<file path="config.mk">
export PLATFORM = sky130hd
export DESIGN_NAME = jtlb
export DESIGN_NICKNAME = d
export VERILOG_FILES = /design/src/fetch_pkg.sv /design/src/jtlb.sv
export SDC_FILE = /design/constraint.sdc
export NUM_CORES = 1
export LEC_CHECK = 0
export BUFFER_PORTS_ARGS = -buffer_cell sky130_fd_sc_hd__buf_2
export CAP_MARGIN = 25
export CORE_MARGIN = 1.5
export CORE_UTILIZATION = 60
export CTS_BUF_LIST = sky130_fd_sc_hd__clkbuf_16
export CTS_CLUSTER_DIAMETER = 100
export DETAILED_ROUTE_END_ITERATION = 8
export PLACE_DENSITY = 0.79
export SYNTH_ARGS = -nofsm -noshare
export SYNTH_HDL_FRONTEND = slang
export SYNTH_SLANG_ARGS = --single-unit
</file>
<file path="constraint.sdc">
create_clock -name clk -period 8.4 [get_ports clk]
set_input_delay 1.68 -clock clk [delete_from_list [all_inputs] [get_ports clk]]
set_output_delay 1.68 -clock clk [all_outputs]
set_load 0.005 [all_outputs]
</file>
<file path="src/fetch_pkg.sv">
package fetch_pkg;

    // cache geometry
    localparam int LEN_LINE = 6;
    localparam int LEN_INDEX = 6;
    localparam int NR_WAYS = 2;
    localparam int NR_WORDS = 16;
    localparam int LEN_TAG = 20;

    // joint TLB size
    localparam int NR_TLB = 8;

    // first fetch lands in kseg1, so no TLB or cache is needed to boot
    localparam logic [31:0] BOOT_PC = 32'hbfc00000;

    typedef logic [31:0] vaddr_t;
    typedef logic [31:0] paddr_t;
    typedef logic [31:0] inst_t;
    typedef logic [18:0] vpn2_t;
    typedef logic [19:0] pfn_t;
    typedef logic [2:0] tlb_idx_t;

    // one even/odd page pair
    typedef struct packed {
        vpn2_t vpn2;
        pfn_t pfn0;
        logic c0;
        logic v0;
        pfn_t pfn1;
        logic c1;
        logic v1;
    } tlb_entry;

    typedef enum logic [1:0] {
        EXC_NONE,
        EXC_TLB_REFILL,
        EXC_TLB_INVALID
    } fetch_exc_t;

endpackage

</file>
<file path="src/jtlb.sv">
module jtlb (
    input  logic                 clk,
    input  logic                 rst,
    input  logic                 we,
    input  fetch_pkg::tlb_idx_t  windex,
    input  fetch_pkg::tlb_entry  wentry,
    input  fetch_pkg::vpn2_t     vpn2,
    output logic                 found,
    output fetch_pkg::tlb_entry  entry
);

    fetch_pkg::tlb_entry entries [fetch_pkg::NR_TLB];
    logic [fetch_pkg::NR_TLB-1:0] present;

    always_ff @(posedge clk) begin
        if (rst) begin
            present <= '0;
        end else if (we) begin
            present[windex] <= 1'b1;
        end
    end

    // entry payload, valid only where present is set
    always_ff @(posedge clk) begin
        if (we) begin
            entries[windex] <= wentry;
        end
    end

    // scan downwards so the lowest matching index wins
    always_comb begin
        found = 1'b0;
        entry = '0;
        for (int k = fetch_pkg::NR_TLB - 1; k >= 0; k--) begin
            if (present[k] && entries[k].vpn2 == vpn2) begin
                found = 1'b1;
                entry = entries[k];
            end
        end
    end

endmodule

</file>
==> summary.md <==
| Metric | Value |
|---|---|
| Status | finished clean |
| Crit path cell chain | buf_2 -> xnor2_1 -> nand4_1 -> nor3_4 -> nand2_4 -> mux2i_1 -> and3_1 -> a221oi_1 -> buf_2 |
| Remaining global-route overflow | 0 |
| Worst vdd ir | ~0.18 mV |
| Worst-Skew Late Latency | roughly 0.58 ns |
| Clock Sinks | 512 |
| Pleak | just over 0.008 µW |
| I/O pins | around 150 |
| Worst setup SP type | input pin |
| P_int | 4050 µW |
| Port Buffers | approximately 150 |
| Placed cell area | 0.0232 mm² |
| DRT iter0 DRCs | about 2200 |
| Critical path's top delay family | simple AND/OR/NAND/NOR gates |
| PD cells | between 200 and 250 mW/mm² |
| Nets | 1698 |
| # DRC | 0 |
| Worst endpoint required time | about 6.7 ns |
| Post-cts sizing count | 0 |
| # fillers | about 2500 |
| Post-Place Cells | 2019 |
| Worst path slowest cell | nand2_4 |
| Dominant cell type by area after synthesis | edfxtp_1 |
| Max-cap violations | 0 |
| Slew @ Worst Pin | 1.12 ns |
| Max incr delay on CP | between 0.6 and 0.7 ns |
| EDFF count, synth | slightly above 500 |
| Final min period | 6.68 ns |
| First-pass GRT wire length | roughly 93000 µm |
| Maximum clock rate | 150 MHz |
| Post-CTS Setup Bufs | 0 |
| Initial antenna violation count | 14 |
| H-tree level count | 2 |
| Slew HR | 0.253 |
| Clk network pwr share | 0.393 |
| Final WL | between 60000 and 70000 µm |
| Syn avg cell area | about 15 µm² |
| First drt pass iteration count | 5 |
| Tcrit/Tclk final | 0.795 |
| Layout cells sized above 1 | 0.209 |
| Post-synth ARST share | 0 |
| CP bufs+invs | 2 |
| Yosys reg bits | 512 |
| Fin area | roughly 0.025 mm² |
| Via density | 7.03 |
| Finished Layout Cells | between 2000 and 2500 |
| Die W | between 150 and 200 µm |
| Layout area overhead | 11.8% |
| Clock Tree Root | clkbuf_16 |
| Core ar. | 0.0366 mm² |
| TritonCTS clock tree | done |
| Die H | 196 µm |
| Synth top cells by count | edfxtp_1 (504), nand3_1 (188), xnor2_1 (110) |
| Vias | between 10000 and 15000 |
| Yosys top cell area share | 0.680 |
| CTS buffer count | 50 |
| Final Skew | 0 ns |
| Worst Path Class, Setup | input pin to output pin |
| Final Wtd Congestion | ~0.95 |
| Final Setup Violations | 0 |
| Critical Path Most Common Cell | buf_2 |
| Largest net degree at the start of global routing | just over 80 |
| Maximum net fanout on the critical path | 64 |
| Yosys Warn Count | 0 |
| Syn_nets | between 1500 and 2000 |
| CP endpoint kind | output pin |
| CTS Buffer Depth | 3 |
| Cts hold-fix bufs | 0 |
| Sequential area share after synthesis | 0.687 |
| Total global-route track usage | 0.329 |
| Final Hold Fails | 0 |
| Top cells by area, synth | edfxtp_1 (68%), xnor2_1 (4.3%), nand3_1 (4.2%), o211ai_2 (4.0%), a41oi_1 (3.0%) |
| Sw Share | 0.212 |
| Post-synthesis cell count | 1509 |
| Synth Cell Area | approximately 0.022 mm² |
| Clock Pin Slew Worst Setup and Hold Paths | around 0.060 ns |
| WP data arrival | ~5.0 ns |
| DR WL/cell | between 20 and 30 µm |
| Vias in the first global route | between 15000 and 20000 |
| RSZ-0062 raised after global routing | false |
| Post-route ant nets | 0 |
| Die area | approximately 0.038 mm² |
| Hpwl dp | roughly 34000 µm |
| Combinational Power Share | 0.038 |
| Main synth FF type | edfxtp_1 |
| Site Rows | 70 |
| Fin. max-slew vios | 0 |
| Starting Density | 0.608 |
| Sw power | approximately 1100 µW |
| Sequential share of power | 0.569 |
| Most common cell in the synthesized netlist | edfxtp_1 |
| Final core occ | 0.680 |
| Setup_tns | 0 ns |
| Tightest Hold Check Type | flip-flop to flip-flop |
| Distinct cells, synth | between 40 and 50 |
==> metal layers <==
| layer | GRT usage | routed length (µm) | vias to the layer above |
|---|---|---|---|
| li1 | - | - | 6286 |
| met5 | 0 | 58 | - |
| met1 | 0.433 | 23000 | 7357 |
| met4 | 0.164 | 2450 | 10 |
| met2 | 0.519 | 30000 | 1084 |
| met3 | 0.0763 | 7310 | 183 |
==> worst paths after layout <==
| path | from | end | depth (start not counted) | slack [ns] |
|---|---|---|---|---|
| max | vpn2[16] | entry[54] | 9 | 1.72 |
| min | present[2]$_SDFFE_PP0P_ | present[2]$_SDFFE_PP0P_ | 2 | 0.48 |
| max reg2reg | present[1]$_SDFFE_PP0P_ | present[1]$_SDFFE_PP0P_ | 2 | 7.78 |
| min reg2reg | present[2]$_SDFFE_PP0P_ | present[2]$_SDFFE_PP0P_ | 2 | 0.48 |
==> power groups by stage <==
stage,Combinational [µW],Sequential [µW],Clock (µW)
2_1_floorplan,92.0,2980,0
3_3_place_gp,179,2970,0
3_5_place_dp,184,2980,0
4_1_cts,186,2920,2020
5_1_grt,203,2930,2120
6_report,196,2920,2020
==> stage by stage <==
step	power, µW	setup slack (ns)	hold slack, ns
floorplan	3070	1.64	0.440
global placement	3150	1.39	0.449
detailed placement	3160	1.33	0.460
CTS	5130	1.30	0.477
global route	5250	1.61	0.501
finish	5140	1.72	0.480
==> cells in the final DEF, fill, tap and decap left out, drive strengths merged <==
master and count:
and4 44, nor2 35, a41oi 76, o21a 18, xor2 42, nor2b 1
clkinvlp 1, o211a 1, buf 189, and3 18, edfxtp 504, a221oi 1
nand2b 4, o22ai 44, inv 31, diode 10, nor3 8, or2 1
nand2 5, mux2i 2, nand4b 1, a32oi 1, and2 3, bufinv 1
a21o 1, clkinv 20, a311o 1, xnor2 110, nand4 32, clkbuf 50
nor4 10, nand3b 2, o211ai 123, nand3 188, mux2 1, a22oi 1
o21ai 20, dfxtp 8, a31oi 45
==> kinds of logic (layout without fill, tap and decap cells) <==
family	after synthesis	count (layout)	synth area share
DFF	512	512	0.687
xor gates and xnor gates	152	152	0.0598
AOI/OAI and AO/OA	332	332	0.126
muxes	3	3	0.00141
and+or+nand+nor	352	352	0.0906
other	0	10	0
buffers and inverters	158	292	0.0352
==> worst min-delay path: stages, from the launching register on <==
cell and delay (ns):
dfxtp_1 0.33, nor2_1 0.05, nor2_1 0.07
==> sequential cells by signal, indices dropped and copies added (netlist names) <==
| name | flops |
|---|---|
| entries | 504 |
| present | 8 |
==> layout make-up <==
class / count / area, µm² / area share
repair buffers: 189 / 1190 / 0.0478
well taps: 468 / 586 / 0.0235
clock buffers: 50 / 1250 / 0.0503
inverters: 18 / 67.6 / 0.00272
multi-input cells: 839 / 6290 / 0.253
diodes: 10 / 25.0 / 0.00101
flip-flops and latches: 512 / 15300 / 0.615
clock inverters: 35 / 180 / 0.00724
Note: power is estimated with default switching activity, not from simulation.
