[config.mk]
export PLATFORM = sky130hd
export DESIGN_NAME = fetch_pc
export DESIGN_NICKNAME = d
export VERILOG_FILES = /design/src/fetch_pkg.sv /design/src/fetch_pc.sv
export SDC_FILE = /design/constraint.sdc
export NUM_CORES = 1
export LEC_CHECK = 0
export BUFFER_PORTS_ARGS = -buffer_cell sky130_fd_sc_hd__buf_2
export CAP_MARGIN = 15
export CORE_AREA = 2 2 83 85
export DETAILED_ROUTE_END_ITERATION = 8
export DIE_AREA = 0 0 85 87
export GPL_ROUTABILITY_DRIVEN = 1
export GPL_TIMING_DRIVEN = 0
export HOLD_SLACK_MARGIN = 0.05
export PLACE_DENSITY = 0.62
export REMOVE_ABC_BUFFERS = 1
export SYNTH_ARGS = -nofsm -noshare
export SYNTH_HDL_FRONTEND = slang
export SYNTH_SLANG_ARGS = --single-unit
[constraint.sdc]
create_clock -name clk -period 4.4 [get_ports clk]
set_input_delay 0.88 -clock clk [delete_from_list [all_inputs] [get_ports clk]]
set_output_delay 0.88 -clock clk [all_outputs]
set_load 0.03 [all_outputs]
[src/fetch_pkg.sv]
package fetch_pkg;

    // cache geometry
    localparam int LEN_LINE = 6;
    localparam int LEN_INDEX = 6;
    localparam int NR_WAYS = 2;
    localparam int NR_WORDS = 16;
    localparam int LEN_TAG = 20;

    // joint TLB size
    localparam int NR_TLB = 8;

    // first fetch lands in kseg1, so no TLB or cache is needed to boot
    localparam logic [31:0] BOOT_PC = 32'hbfc00000;

    typedef logic [31:0] vaddr_t;
    typedef logic [31:0] paddr_t;
    typedef logic [31:0] inst_t;
    typedef logic [18:0] vpn2_t;
    typedef logic [19:0] pfn_t;
    typedef logic [2:0] tlb_idx_t;

    // one even/odd page pair
    typedef struct packed {
        vpn2_t vpn2;
        pfn_t pfn0;
        logic c0;
        logic v0;
        pfn_t pfn1;
        logic c1;
        logic v1;
    } tlb_entry;

    typedef enum logic [1:0] {
        EXC_NONE,
        EXC_TLB_REFILL,
        EXC_TLB_INVALID
    } fetch_exc_t;

endpackage

[src/fetch_pc.sv]
module fetch_pc (
    input  logic               clk,
    input  logic               rst,
    input  logic               stall,
    input  logic               istall,
    input  logic               inst_ok0,
    input  logic               inst_ok1,
    input  logic               redirect,
    input  fetch_pkg::vaddr_t  redirect_pc,
    output logic               inst_en,
    output fetch_pkg::vaddr_t  inst_va,
    output fetch_pkg::vaddr_t  inst_va_next
);

    logic accept;

    // fetch taken by the pipeline this cycle
    assign accept = inst_ok0 && !istall && !stall;

    // value the pc holds next cycle, also the cache read-ahead address
    always_comb begin
        if (redirect) begin
            inst_va_next = redirect_pc;
        end else if (accept) begin
            inst_va_next = inst_va + (inst_ok1 ? 32'd8 : 32'd4);
        end else begin
            inst_va_next = inst_va;
        end
    end

    always_ff @(posedge clk) begin
        if (rst) begin
            inst_va <= fetch_pkg::BOOT_PC;
            inst_en <= 1'b0;
        end else begin
            inst_va <= inst_va_next;
            inst_en <= 1'b1;
        end
    end

endmodule

==> impl_metrics.ini, run 1 <==
[sta]
rsz0062_at_grt = no
worst_pin_slew_ps = 898
finalHoldViolCount = 0
fmax_ghz = 0.242
fin_crit_sh_pct = 94.1
setup_violations = 0
maxSlewViolCount = 0
clock_skew_ps = 10.5
slew_headroom_pct = 40.0
fin_crit_ps = 4140

[drt]
drt_wl_total_um = 7090
wl_per_cell_um = 15.3
met2_length_um = 3200
drc = 0
ant_nets = 0
highest_layer = met4
dr.pass1.iters = 4
drtIter0Drc = 148
vias_per_cell = 5.61
dr_wl_met3_um = 428
wl_met1_um = 3370
vias = 2592

[floorplan]
die_x_um = 85
start_util_pct = 33.7
die_y_um = 87
dieArea_sq_um = 7400
core_area_sq_um = 6570
rows = 30
ios = 104

[power]
power_leakage_nw = 1.20
finalPower_mw = 0.872
peakVddDrop_mv = 0.152
power_density_nw_per_um2 = 301

[clock_network]
cts_buffer_depth = 2
cts_hold_buf = 0
htree_levels = 2
clk_pin_slew_ps = 80
clock-sinks = 33
clk_latency_ps = 290
numCtsBuffers = 5
root_buffer = clkbuf_8
cts_tree = yes

[finish]
fin_util_pct = 44.1
design_area_sq_um = 2900
final_nets = 423
area_growth_pct = 30.8
drive_gt1_share_pct = 31.4
antennaDiodeCount = 0

[global_route]
track_usage_pct = 18.2
grt_pass1_vias = 2239
grt_start_max_net_pins = 55
gr-total-overflow = 0
grt_pass1_wl_um = 10900
grt_antenna_before_repair = 0

[flow_run]
cap_violations = 0

[setup_path]
crit_type = primary input to output pin
reg2reg_setup_slack_ps = 1910
start_kind = primary input
worst-endpoint-arrival_ps = 3260
cp-endpoint = inst_va_next[24]
reg2regPathDepth = 9
r2r_start = inst_va[2]$_SDFF_PP0_
path_max_fanout = 9
crit_start = inst_ok1
crit_required_ps = 3520
worstReg2RegEnd = inst_va[22]$_SDFF_PP1_
crit_path_end_kind = output pin

[synth]
synth.avg_cell_area_sq_um = 7.71
synthCells = 287
async_flop_share_pct = 0
netlist_area_sq_um = 2210
ys_seq_area_share_pct = 29.8
synth_ff_type = dfxtp_1
synth-edff-count = 0
synth.distinct_cells = 46
yosysWarnings = 0
synth-seq-cells = 33

[place]
place_hpwl_um = 4850
portBuffers = 103
placed_area_sq_um = 2750
gp_congestion = 0.802

[run_status]
status = complete, no violations

[min_path]
hp-class = flop to flop
## what timing repair did
| item | in CTS | in global routing |
|---|---|---|
| pin swaps | 1 | 1 |
| setup endpoints to repair | 9 | 4 |
| setup buffers | 4 | 1 |
| resized for setup | 0 | 1 |
## worst max-delay path, cell delays in order
cell and delay (ps):
buf_2 110, inv_1 90, ha_1 180, inv_1 60, fa_1 430, nor4b_4 310
nand4_1 120, buf_4 190, or4_1 490, a31oi_1 170, buf_2 220
## per-layer routing
metal  up-vias  global-route usage (%)
met3         8                    3.79
li1       1302                       -
met2        86                    29.3
met1      1196                    24.7
met4         0                    5.34
met5         -                       0
## worst min path at each step
stage                                       from                endpoint  slack, ps  depth (start not counted)
after CTS                 inst_va[30]$_SDFF_PP0_  inst_va[30]$_SDFF_PP0_        600                          2
after global placement    inst_va[30]$_SDFF_PP0_  inst_va[30]$_SDFF_PP0_        570                          2
final                      inst_va[1]$_SDFF_PP0_   inst_va[1]$_SDFF_PP0_        600                          2
after floorplan           inst_va[30]$_SDFF_PP0_  inst_va[30]$_SDFF_PP0_        680                          2
after detailed placement   inst_va[1]$_SDFF_PP0_   inst_va[1]$_SDFF_PP0_        590                          2
after global routing       inst_va[1]$_SDFF_PP0_   inst_va[1]$_SDFF_PP0_        620                          2
## area by class of cell
type                    count  area (sq um)
flip-flops and latches     33           661
fillers                   692          3670
well taps                  80           100
repair buffers            108           553
clock inverters             1          5.00
multi-input cells         228          1460
inverters                   5          18.8
clock buffers               7          96.3
## cells in the mapped netlist, types with 3 or more instances
cell type | number | area, sq um
a211oi_1 | 13 | 97.6
a21oi_1 | 17 | 85.1
a22oi_1 | 5 | 37.5
a311oi_1 | 3 | 26.3
a31oi_1 | 8 | 50.1
and2_1 | 6 | 37.5
and3_1 | 4 | 25.0
and4_1 | 3 | 26.3
clkbuf_1 | 17 | 63.8
dfxtp_1 | 33 | 661
inv_1 | 4 | 15.0
mux2i_1 | 4 | 40.0
nand2_1 | 19 | 71.3
nand3_1 | 20 | 100
nand4_1 | 15 | 93.8
nor2_1 | 23 | 86.3
nor2b_1 | 6 | 37.5
nor3_1 | 11 | 55.1
nor4_1 | 10 | 62.6
o21ai_0 | 7 | 35.0
o31ai_1 | 5 | 37.5
or4_1 | 9 | 67.6
or4b_1 | 3 | 30.0
xnor2_1 | 7 | 61.3
xor2_1 | 3 | 26.3
## power by group
group	switching, mW	internal [mW]	total [mW]
Sequential	0.0283	0.319	0.348
Clock	0.122	0.142	0.263
Combinational	0.178	0.0836	0.261
## registers in the layout (all words and copies together), names as in the netlist
signal	cells
inst_va	32
inst_en	1
## placed cells by master, fill, tap and decap left out, types with 2 or more instances in the layout
cell	instances
a2111o_1	2
a211o_1	2
a211oi_1	13
a21oi_1	17
a22oi_1	5
a311oi_1	3
a31oi_1	8
and2_1	6
and3_1	4
and4_1	3
buf_2	103
buf_4	5
clkbuf_8	7
dfxtp_1	33
ha_1	2
inv_1	4
mux2_2	2
mux2i_1	4
nand2_1	19
nand3_1	20
nand4_1	15
nor2_1	23
nor2b_1	6
nor3_1	11
nor3b_1	2
nor4_1	10
o211ai_1	2
o21ai_0	7
o311ai_1	2
o31a_1	2
o31ai_1	5
or3_1	2
or4_1	9
or4b_1	3
xnor2_1	7
xor2_1	3
## cells by family after synthesis
group	count (synthesis)	synth area share, %
mux	6	2.83
buf+inv	26	4.52
xor+xnor	10	3.96
flops	33	29.8
fa+ha+maj	3	2.03
simple gates	136	34.0
compound gates	73	22.8
## per-stage QoR
step	hold slack, ps	cells	TNS, ps	setup slack (ps)
floorplan	677	266	-373	-163
global placement	566	449	-3770	-614
detailed placement	586	449	-4680	-711
CTS	599	461	0	79.0
global route	620	462	0	48.8
finish	597	462	0	261
No activity file was read; power rests on OpenSTA's default activity.
==> inputs of run 2 (changes only) <==
--- a/constraint.sdc
+++ b/constraint.sdc
@@ -3,2 +3,2 @@
 set_output_delay 0.88 -clock clk [all_outputs]
-set_load 0.03 [all_outputs]
+set_load 0.1 [all_outputs]
==> run 2 against run 1 <==
  * Die area stayed put
  * Maximum frequency is 3.2% lower
  * Clock power barely moved
  * Power grew 29%
  * Largest power group is now combinational cells
  * Global-route usage grew 0.079 points
  * Non-clock buffer count up 1
  * Worst setup slack worse by 140 ps
  * Wire length increased by 0.14%
  * Clock skew increased by 0.80 ps
  * Final cell count rose by 0.22%
  * Hold slack is essentially flat
  * First-iteration DRC count increased by 3.4%
==> impl_metrics.ini, run 2 (synthesis results as in run 1) <==
[run_status]
status = complete, no violations

[floorplan]
rows = 30
start_util_pct = 33.7
ios = 104
core_area_sq_um = 6570
die_y_um = 87
die_x_um = 85
dieArea_sq_um = 7400

[power]
power_leakage_nw = 1.21
swShare_pct = 51.3
p_sw_mw = 0.577
pwr-share-clk_pct = 23.3
finalPower_mw = 1.12
peakVddDrop_mv = 0.188
combinationalPowerShare_pct = 45.8
p_int_mw = 0.548
pwr-share-seq_pct = 31.0
power_density_nw_per_um2 = 383

[clock_network]
cts_hold_buf = 0
clk_pin_slew_ps = 80
numCtsBuffers = 5
cts_tree = yes
clock-sinks = 33
clk_latency_ps = 290
root_buffer = clkbuf_8
cts_buffer_depth = 2
htree_levels = 2

[sta]
setup_violations = 0
rsz0062_at_grt = no
fin_crit_ps = 4280
maxSlewViolCount = 0
whs_ps = 597
clock_skew_ps = 11.3
fmax_ghz = 0.234
fin_ws_ps = 123
slew_headroom_pct = 39.5
finalHoldViolCount = 0
fin_crit_sh_pct = 97.2
worst_pin_slew_ps = 906
setup_tns_ps = 0

[global_route]
grt_pass1_wl_um = 11000
track_usage_pct = 18.3
grt_start_max_net_pins = 55
gr-total-overflow = 0
grt_pass1_vias = 2235
grt_antenna_before_repair = 0

[finish]
area_growth_pct = 32.4
final_common_cell = buf_2
drive_gt1_share_pct = 32.1
num-fill-cells = 690
final_cells = 463
layout_common_cells = 98 x buf_2, 33 x dfxtp_1, 23 x nor2_1, 20 x nand3_1, 19 x nand2_1
top_regs = inst_va (32), inst_en (1)
final_nets = 424
antennaDiodeCount = 0
top_register = inst_va
largest_register_ffs = 32

[drt]
drt_wl_total_um = 7100
vias = 2607
vias_per_cell = 5.63
drtIter0Drc = 153
dr.pass1.iters = 4
ant_nets = 0
wl_per_cell_um = 15.3
drc = 0

[setup_path]
worstReg2RegEnd = inst_va[26]$_SDFF_PP1_
crit_path_end_kind = output pin
reg2reg_setup_slack_ps = 1780
crit_required_ps = 3520
start_kind = primary input
path_max_fanout = 8
r2r_start = inst_va[2]$_SDFF_PP0_
crit_type = primary input to output pin
reg2regPathDepth = 9
worst-endpoint-arrival_ps = 3400

[place]
preCtsSetupSlack_ps = -940
gp_congestion = 0.802
place_inst = 449
portBuffers = 103
place_hpwl_um = 4850

[min_path]
hp-class = flop to flop
min_to = inst_va[1]$_SDFF_PP0_
min-delay-start = inst_va[1]$_SDFF_PP0_
hold_depth = 2

[flow_run]
cap_violations = 0
[run 2: cell types whose count changed in the layout (fill, tap and decap cells not counted)]
cell and change:
buf_4 +3, a31oi_2 +1, buf_2 -5, a31oi_1 -1, clkbuf_4 +1, buf_6 +2, fa_1 -1, fa_2 +1
[run 2: area by class of cell]
type / count / area, sq um / share of cell area, %
Inverter: 5 / 18.8 / 0.640
Tap cell: 80 / 100 / 3.41
Timing Repair Buffer: 109 / 581 / 19.8
Clock buffer: 7 / 96.3 / 3.29
Multi-Input combinational cell: 228 / 1470 / 50.1
Sequential cell: 33 / 661 / 22.5
Clock inverter: 1 / 5.00 / 0.171
[run 2: stage by stage]
step,cell area (sq um),utilization (%)
after detailed placement,2750,41.8
after CTS,2910,44.2
after global routing,2930,44.6
after global placement,2750,41.8
after floorplan,2130,-
final,2930,44.6
[run 2: how the worst max path moves through the flow]
stage | from | end | slack [ps] | cells after the start
detailed placement | inst_ok1 | inst_va_next[24] | -940 | 10
finish | inst_ok1 | inst_va_next[30] | 120 | 11
global placement | inst_ok1 | inst_va_next[24] | -840 | 10
CTS | inst_ok1 | inst_va_next[20] | 40 | 11
floorplan | inst_va[2]$_SDFF_PP0_ | inst_va_next[24] | -1310 | 7
global route | inst_ok1 | inst_va_next[24] | 20 | 11
[run 2: critical path, cell delays in order]
cell	delay, ps
buf_2	110
inv_1	90
ha_1	180
inv_1	60
fa_2	370
nor4b_4	350
nand4_1	130
buf_4	190
or3_1	370
a31oi_1	190
buf_2	450
[run 2: per-layer routing]
layer | global-route usage, % | routed length [um]
met3 | 3.79 | 455
met5 | 0 | 0
met1 | 25.0 | 3330
met2 | 29.2 | 3230
met4 | 5.34 | 81
[run 2: power by group through the flow]
stage	combinational, mW	sequential (mW)	clock [mW]
4_1_cts	0.514	0.347	0.266
2_1_floorplan	0.274	0.497	0
6_report	0.515	0.348	0.261
3_3_place_gp	0.508	0.354	0
3_5_place_dp	0.510	0.354	0
5_1_grt	0.534	0.352	0.281
[run 2: timing repair]
item | in CTS | in global routing
resized for setup | 5 | 5
endpoints found under the setup margin | 9 | 8
setup buffers | 5 | 1
pin swaps | 1 | 1
