### src/fetch_pkg.sv
package fetch_pkg;

    // cache geometry
    localparam int LEN_LINE = 6;
    localparam int LEN_INDEX = 6;
    localparam int NR_WAYS = 2;
    localparam int NR_WORDS = 16;
    localparam int LEN_TAG = 20;

    // joint TLB size
    localparam int NR_TLB = 8;

    // first fetch lands in kseg1, so no TLB or cache is needed to boot
    localparam logic [31:0] BOOT_PC = 32'hbfc00000;

    typedef logic [31:0] vaddr_t;
    typedef logic [31:0] paddr_t;
    typedef logic [31:0] inst_t;
    typedef logic [18:0] vpn2_t;
    typedef logic [19:0] pfn_t;
    typedef logic [2:0] tlb_idx_t;

    // one even/odd page pair
    typedef struct packed {
        vpn2_t vpn2;
        pfn_t pfn0;
        logic c0;
        logic v0;
        pfn_t pfn1;
        logic c1;
        logic v1;
    } tlb_entry;

    typedef enum logic [1:0] {
        EXC_NONE,
        EXC_TLB_REFILL,
        EXC_TLB_INVALID
    } fetch_exc_t;

endpackage

### src/fetch_reg.sv
module fetch_reg (
    input  logic                   clk,
    input  logic                   rst,
    input  logic                   stall,
    input  logic                   istall,
    input  logic                   redirect,
    input  fetch_pkg::vaddr_t      inst_va,
    input  logic                   inst_ok0,
    input  logic                   inst_ok1,
    input  fetch_pkg::inst_t       inst_rdata0,
    input  fetch_pkg::inst_t       inst_rdata1,
    input  logic                   inst_tlb_refill,
    input  logic                   inst_tlb_invalid,
    output logic                   out_valid,
    output fetch_pkg::vaddr_t      out_pc,
    output fetch_pkg::inst_t       out_inst0,
    output fetch_pkg::inst_t       out_inst1,
    output logic                   out_two,
    output fetch_pkg::fetch_exc_t  out_exc
);

    logic accept;
    fetch_pkg::fetch_exc_t exc;

    assign accept = inst_ok0 && !istall && !stall;

    always_comb begin
        if (inst_tlb_refill) begin
            exc = fetch_pkg::EXC_TLB_REFILL;
        end else if (inst_tlb_invalid) begin
            exc = fetch_pkg::EXC_TLB_INVALID;
        end else begin
            exc = fetch_pkg::EXC_NONE;
        end
    end

    // redirect drops the packet fetched on the wrong path
    always_ff @(posedge clk) begin
        if (rst) begin
            out_valid <= 1'b0;
        end else if (redirect) begin
            out_valid <= 1'b0;
        end else if (!stall) begin
            out_valid <= accept;
        end
    end

    always_ff @(posedge clk) begin
        if (accept && !redirect) begin
            out_pc <= inst_va;
            out_inst0 <= inst_rdata0;
            out_inst1 <= inst_rdata1;
            // an exception packet carries one slot only
            out_two <= inst_ok1 && exc == fetch_pkg::EXC_NONE;
            out_exc <= exc;
        end
    end

endmodule

### config.mk
export PLATFORM = sky130hd
export DESIGN_NAME = fetch_reg
export DESIGN_NICKNAME = d
export VERILOG_FILES = /design/src/fetch_pkg.sv /design/src/fetch_reg.sv
export SDC_FILE = /design/constraint.sdc
export NUM_CORES = 1
export LEC_CHECK = 0
export BUFFER_PORTS_ARGS = -buffer_cell sky130_fd_sc_hd__buf_2
export CAP_MARGIN = 20
export CORE_MARGIN = 5
export CORE_UTILIZATION = 35
export CTS_CLUSTER_SIZE = 28
export DETAILED_ROUTE_END_ITERATION = 10
export PLACE_DENSITY = 0.71
export SETUP_SLACK_MARGIN = 0.2
export SLEW_MARGIN = 15
export SYNTH_ARGS = -nofsm -noshare
export SYNTH_HDL_FRONTEND = slang
export SYNTH_SLANG_ARGS = --single-unit
export TNS_END_PERCENT = 100
### constraint.sdc
create_clock -name clk -period 25.3 [get_ports clk]
set_clock_uncertainty 0.15 [all_clocks]
set_input_delay 2.53 -clock clk [delete_from_list [all_inputs] [get_ports clk]]
set_output_delay 2.53 -clock clk [all_outputs]
set_load 0.01 [all_outputs]
==> flow_summary_export.csv, run 1 <==
group,metric,value,unit
detailed_routing,wl,7.703,mm
timing,slew_viol_final,0,
power,peakVddDrop,42.38,uV
detailed_routing,drc,0,
clock_tree,cts_tree,"done",
finish,syn2layout_area_growth,44.77,%
floorplan,die_width,103.2,um
finish,multi_input_area,53.80,um^2
logic_synthesis,ys_types,8,
clock_tree,ctsResizeCount,0,
logic_synthesis,ys_ff_latch,100,
power,power_frac_seq,0.628,
logic_synthesis,synthTopCellsByArea,"edfxtp_1 98%, dfxtp_1 0.66%, a211oi_2 0.41%, nor4b_1 0.29%, or3b_1 0.29%",
finish,final_util,0.5122,
clock_tree,cts_made_buffers,9,
timing,max_freq,265.8,MHz
timing,setup_tns,0,ns
clock_tree,cts_hold_buf,0,
flow_run,cap_violations,0,
global_routing,grt_pass1_wl,10.45,mm
power,p_clk_frac,0.314,
logic_synthesis,synth_compound_area_frac,0.004115,
power,p_int,0.2335,mW
logic_synthesis,syn-num-nets,211,
finish,fillers,732,
floorplan,start_util,0.3538,
critical_path,max_stage_delay,0.63,ns
critical_path,end_kind,"flip-flop",
critical_path,slowest_stage,"buf_4",
critical_path,worstPathMaxFanout,57,
detailed_routing,postRouteAntennaNets,0,
critical_path,worstPathCellList,"buf_2, nor4b_2, buf_4",
critical_path,crit_type,"input port to flip-flop",
logic_synthesis,synthAdderAreaFrac,0,
global_routing,grt_overflow,0,
timing,rsz0062_at_grt,"false",
clock_tree,cts_buffer_depth,2,
floorplan,row_count,34,
logic_synthesis,yosysSeqAreaShare,0.9844,
timing,hold_slack,0.3388,ns
clock_tree,cts.sinks,100,
critical_path,path_buf_inv,2,
logic_synthesis,synth_top_family_by_area,"simple AND/OR/NAND/NOR gates",
detailed_routing,via_per_inst,4.211,
critical_path,start_kind,"input port",
timing,post-route-period-util,0.1487,
detailed_routing,routedWlPerCell,17.63,um
logic_synthesis,yosysWarnings,0,
global_routing,grt_max_degree,58,
critical_path,required,25.14,ns
logic_synthesis,synth_area,3040,um^2
power,swShare,0.2223,
detailed_routing,firstDrtPassIters,4,
worst_hold_path,hp-class,"flip-flop to flip-flop",
finish,ff_latch_area,2993,um^2
logic_synthesis,yosys.area_share.simple,0.01152,
power,p_leak,1.818,nW
status,status,"completed",
place,place.port_buffers,204,
floorplan,core_area,8593,um^2
logic_synthesis,synth_top_area_cell,"edfxtp_1",
power,power_density,68.21,nW/um^2
clock_tree,worstSkewPairLatency,0.35,ns
floorplan,io_pins,205,
timing,worstMarginPinSlew,0.7006,ns
detailed_routing,vias,1840,
global_routing,grt_pass1_vias,1959,
logic_synthesis,synth_xor_area_frac,0,
timing,finalCriticalPeriod,3.762,ns
power,combPwrFrac,0.058,
critical_path,critPathTopFamily,"buffers and inverters",
clock_tree,cts_max_level,3,
logic_synthesis,yosysTopAreaCellShare,0.9778,
clock_tree,root_buffer,"clkbuf_8",
place,gp_congestion,0.7183,
place,hpwl,6.050,mm
floorplan,die_h,103.2,um
finish,final_nets,428,
finish,final_layout_size_suffix_gt1_frac,0.6799,
timing,relSlewSlack,0.5329,
timing,finalHoldViolations,0,
global_routing,track_usage,0.1393,
clock_tree,path_clk_slew,0.09,ns
logic_synthesis,synthMuxAreaShare,0,
global_routing,antenna_found_initial,1,
floorplan,dieArea,10650,um^2
power,power.switching,0.06674,mW
critical_path,cp.arrival,3.60,ns
logic_synthesis,synth_cells,106,
detailed_routing,drt_iter0_markers,46,
timing,finalSetupViolCount,0,
logic_synthesis,syn_area_per_cell,28.68,um^2
power,power.total,0.3002,mW
clock_tree,post_cts_buffers,0,
## Yosys cell counts, drive strengths merged
cell type,n
edfxtp,99
nand2,1
nor2b,1
nor3b,1
dfxtp,1
or3b,1
a211oi,1
nor4b,1
## sequential cells by signal, indices dropped and copies added, names as in the netlist
name,count
out_inst1,32
out_two,1
out_exc,2
out_valid,1
out_inst0,32
out_pc,32
## placed cells by master, fill, tap and decap left out, types with 2 or more instances in the layout
| master | count |
|---|---|
| buf_2 | 204 |
| inv_6 | 2 |
| clkbuf_8 | 9 |
| edfxtp_1 | 99 |
| buf_4 | 2 |
| clkinv_4 | 2 |
## path summary, 6_finish.rpt
kind,from,to,slack [ns],cells after the start
worst min register to register,out_valid,out_valid,0.34,2
worst max-delay path,stall,out_pc[7],21.54,3
worst max register to register,out_valid,out_valid,24.49,2
worst min-delay path,out_valid,out_valid,0.34,2
## per-layer routing
layer	routed length (um)	vias up	track usage
met5	0	-	0
met4	137	0	0.06673
met3	1075	12	0.08585
met2	4088	110	0.2329
met1	2401	852	0.1356
li1	-	866	-
## worst reg2reg max path, stage by stage, from the launching register on
cell,delay [ns]
dfxtp_1,0.34
nand2_1,0.07
a211oi_2,0.18
## per-stage QoR
stage          std cells  area, um^2  setup WS [ns]
2_1_floorplan        106        3040          11.47
3_3_place_gp         420        4218          21.19
3_5_place_dp         420        4218          21.16
4_1_cts              436        4399          21.56
5_1_grt              437        4402          21.49
6_report             437        4402          21.54
## final cells by class
cell class	instances	share of cell area
sequential	100	0.6799
timing repair buffer	206	0.2354
tap	108	0.03070
clock buffer	9	0.02814
clock inverter	7	0.01308
multi-input combinational	6	0.01222
antenna	1	0.0005685
## cells by family (layout without fill, tap and decap cells)
logic type / Yosys count / count (layout)
buffers and inverters: 0 / 222
AND/OR/NAND/NOR: 5 / 5
AO/OA/AOI/OAI: 1 / 1
other: 0 / 1
flip-flops: 100 / 100
## power groups by stage
| stage | Clock [mW] | Sequential [mW] | Combinational, mW |
|---|---|---|---|
| 4_1_cts | 0.0977 | 0.189 | 0.0177 |
| 5_1_grt | 0.105 | 0.189 | 0.0190 |
| 6_report | 0.0943 | 0.189 | 0.0174 |
| 2_1_floorplan | 0 | 0.196 | 0.00133 |
| 3_3_place_gp | 0 | 0.192 | 0.0172 |
| 3_5_place_dp | 0 | 0.192 | 0.0177 |
Note: power is estimated with default switching activity, not from simulation.
==> run 2: changes to the inputs <==
--- a/config.mk
+++ b/config.mk
@@ -11,7 +11,7 @@
 export CORE_UTILIZATION = 35
 export CTS_CLUSTER_SIZE = 28
 export DETAILED_ROUTE_END_ITERATION = 10
-export PLACE_DENSITY = 0.71
+export PLACE_DENSITY = 0.74
 export SETUP_SLACK_MARGIN = 0.2
 export SLEW_MARGIN = 15
 export SYNTH_ARGS = -nofsm -noshare
==> constraint.sdc (replaced) <==
create_clock -name clk -period 3.46 [get_ports clk]
set_clock_uncertainty 0.15 [all_clocks]
set_input_delay 0.346 -clock clk [delete_from_list [all_inputs] [get_ports clk]]
set_output_delay 0.346 -clock clk [all_outputs]
set_load 0.01 [all_outputs]
==> run 2 against run 1 <==
Effect of this change: sequential share of layout area fell by 11 points; first-iteration DRC count is 52% higher; register-to-register slack worse by 22 ns; sequential power rose to 7.3 times the previous value; routed wire length is 13% higher; total power grew to 8.0 times the previous value; critical path type unchanged; largest cell class unchanged; largest power group unchanged; highest routed layer unchanged.
==> flow_summary_export.csv, run 2 (synthesis gave the netlist of run 1 again) <==
group,metric,value,unit
place,hpwl,5.863,mm
power,swShare,0.2061,
critical_path,end_kind,"flip-flop",
clock_tree,ctsResizeCount,0,
clock_tree,cts_hold_buf,52,
global_routing,grt_overflow,0,
timing,rsz0062_at_grt,"false",
floorplan,die_h,103.2,um
floorplan,start_util,0.3538,
critical_path,r2r_cells,2,
clock_tree,path_clk_slew,0.09,ns
finish,layout_commonest_cell,"buf_2",
detailed_routing,drc,0,
floorplan,core_area,8593,um^2
global_routing,grt_pass1_wl,11.56,mm
global_routing,grt_max_degree,53,
detailed_routing,via_per_inst,4.250,
timing,slew_viol_final,0,
clock_tree,worstSkewPairLatency,0.34,ns
critical_path,required,3.30,ns
timing,finalSetupViolCount,0,
timing,relSlewSlack,0.5776,
place,dp_slack,1.565,ns
timing,fin_ws,1.933,ns
timing,max_freq,654.8,MHz
power,p_leak,2.167,nW
timing,finalHoldViolations,0,
detailed_routing,drt_iter0_markers,70,
place,place.port_buffers,204,
status,status,"completed",
finish,final_nets,505,
place,gp_congestion,0.7094,
timing,post-route-period-util,0.4414,
critical_path,slowest_stage,"buf_4",
clock_tree,root_buffer,"clkbuf_8",
global_routing,track_usage,0.1509,
critical_path,path_buf_inv,2,
global_routing,antenna_found_initial,0,
worst_hold_path,hold_start,"inst_rdata1[4]",
critical_path,cp.depth,3,
clock_tree,post_cts_buffers,0,
critical_path,worstPathMaxFanout,52,
power,combPwrFrac,0.083,
finish,final_layout_size_suffix_gt1_frac,0.5531,
timing,worstMarginPinSlew,0.6335,ns
finish,diodes,0,
floorplan,io_pins,205,
detailed_routing,postRouteAntennaNets,0,
critical_path,start_kind,"input port",
critical_path,worstPathCellList,"buf_2, nor4b_4, buf_4",
clock_tree,cts_max_level,3,
floorplan,dieArea,10650,um^2
worst_hold_path,hp-class,"input port to flip-flop",
finish,syn2layout_area_growth,71.89,%
finish,final_cell_mix,"204 x buf_2, 99 x edfxtp_1, 77 x dlygate4sd3_1",
critical_path,crit_type,"input port to flip-flop",
timing,finalCriticalPeriod,1.527,ns
critical_path,max_stage_delay,0.57,ns
floorplan,die_width,103.2,um
global_routing,grt_pass1_vias,2304,
timing,setup_tns,0,ns
power,peakVddDrop,296.0,uV
power,power.switching,0.4962,mW
critical_path,crit_start,"stall",
flow_run,cap_violations,0,
worst_hold_path,hold_path_depth,1,
critical_path,critPathTopFamily,"buffers and inverters",
critical_path,r2r-start,"out_valid",
clock_tree,cts_buffer_depth,2,
finish,reg_top3,"out_inst0 (32), out_inst1 (32), out_pc (32)",
floorplan,row_count,34,
power,power_frac_seq,0.573,
clock_tree,cts_tree,"done",
power,p_clk_frac,0.344,
detailed_routing,firstDrtPassIters,4,
power,power_density,460.7,nW/um^2
detailed_routing,routedWlPerCell,16.93,um
critical_path,cp.arrival,1.37,ns
power,p_int,1.912,mW
clock_tree,cts.sinks,100,
clock_tree,cts_made_buffers,9,
detailed_routing,vias,2180,
detailed_routing,wl,8.683,mm
[run 2: final cells by class]
class | instances | area (um^2)
fillers | 640 | 3367
flip-flops and latches | 100 | 2993
repair buffers | 283 | 1807
well taps | 108 | 135.1
clock buffers | 9 | 123.9
clock inverters | 7 | 105.1
multi-input cells | 6 | 62.56
[run 2: routing by layer]
layer	share of wire	routed length, um	up-vias	global-route usage
li1	-	-	1014	-
met1	0.34	2991	1022	0.1660
met2	0.52	4474	135	0.2511
met3	0.13	1120	9	0.07914
met4	0.011	95	0	0.05279
met5	0	0	-	0
[run 2: worst register-to-register path, stage by stage (launching register included)]
cell      delay, ns
dfxtp_1        0.35
nand2_1        0.07
a211oi_2       0.17
[run 2: final timing paths]
path	endpoint	slack (ns)
setup reg to reg	out_valid	2.64
hold / removal	out_inst1[4]	0.02
setup / recovery	out_inst0[13]	1.93
hold reg to reg	out_valid	0.34
[run 2: per-stage QoR]
step | cell area (um^2) | instances | power (mW) | util | hold slack (ns)
3_5_place_dp | 4227 | 420 | 1.539 | 0.4918 | 0.3196
4_1_cts | 4976 | 488 | 2.410 | 0.5791 | 0.0002821
5_1_grt | 5226 | 513 | 2.509 | 0.6082 | -0.0003843
2_1_floorplan | 3055 | 106 | 1.440 | - | 0.2606
6_report | 5226 | 513 | 2.408 | 0.6082 | 0.02203
3_3_place_gp | 4227 | 420 | 1.533 | 0.4918 | 0.3037
[run 2: power by group through the flow]
stage / logic [mW] / registers, mW / clock network [mW]
finish: 0.200 / 1.38 / 0.828
global route: 0.216 / 1.38 / 0.911
CTS: 0.177 / 1.38 / 0.854
detailed placement: 0.132 / 1.41 / 0
global placement: 0.128 / 1.41 / 0
floorplan: 0.0105 / 1.43 / 0
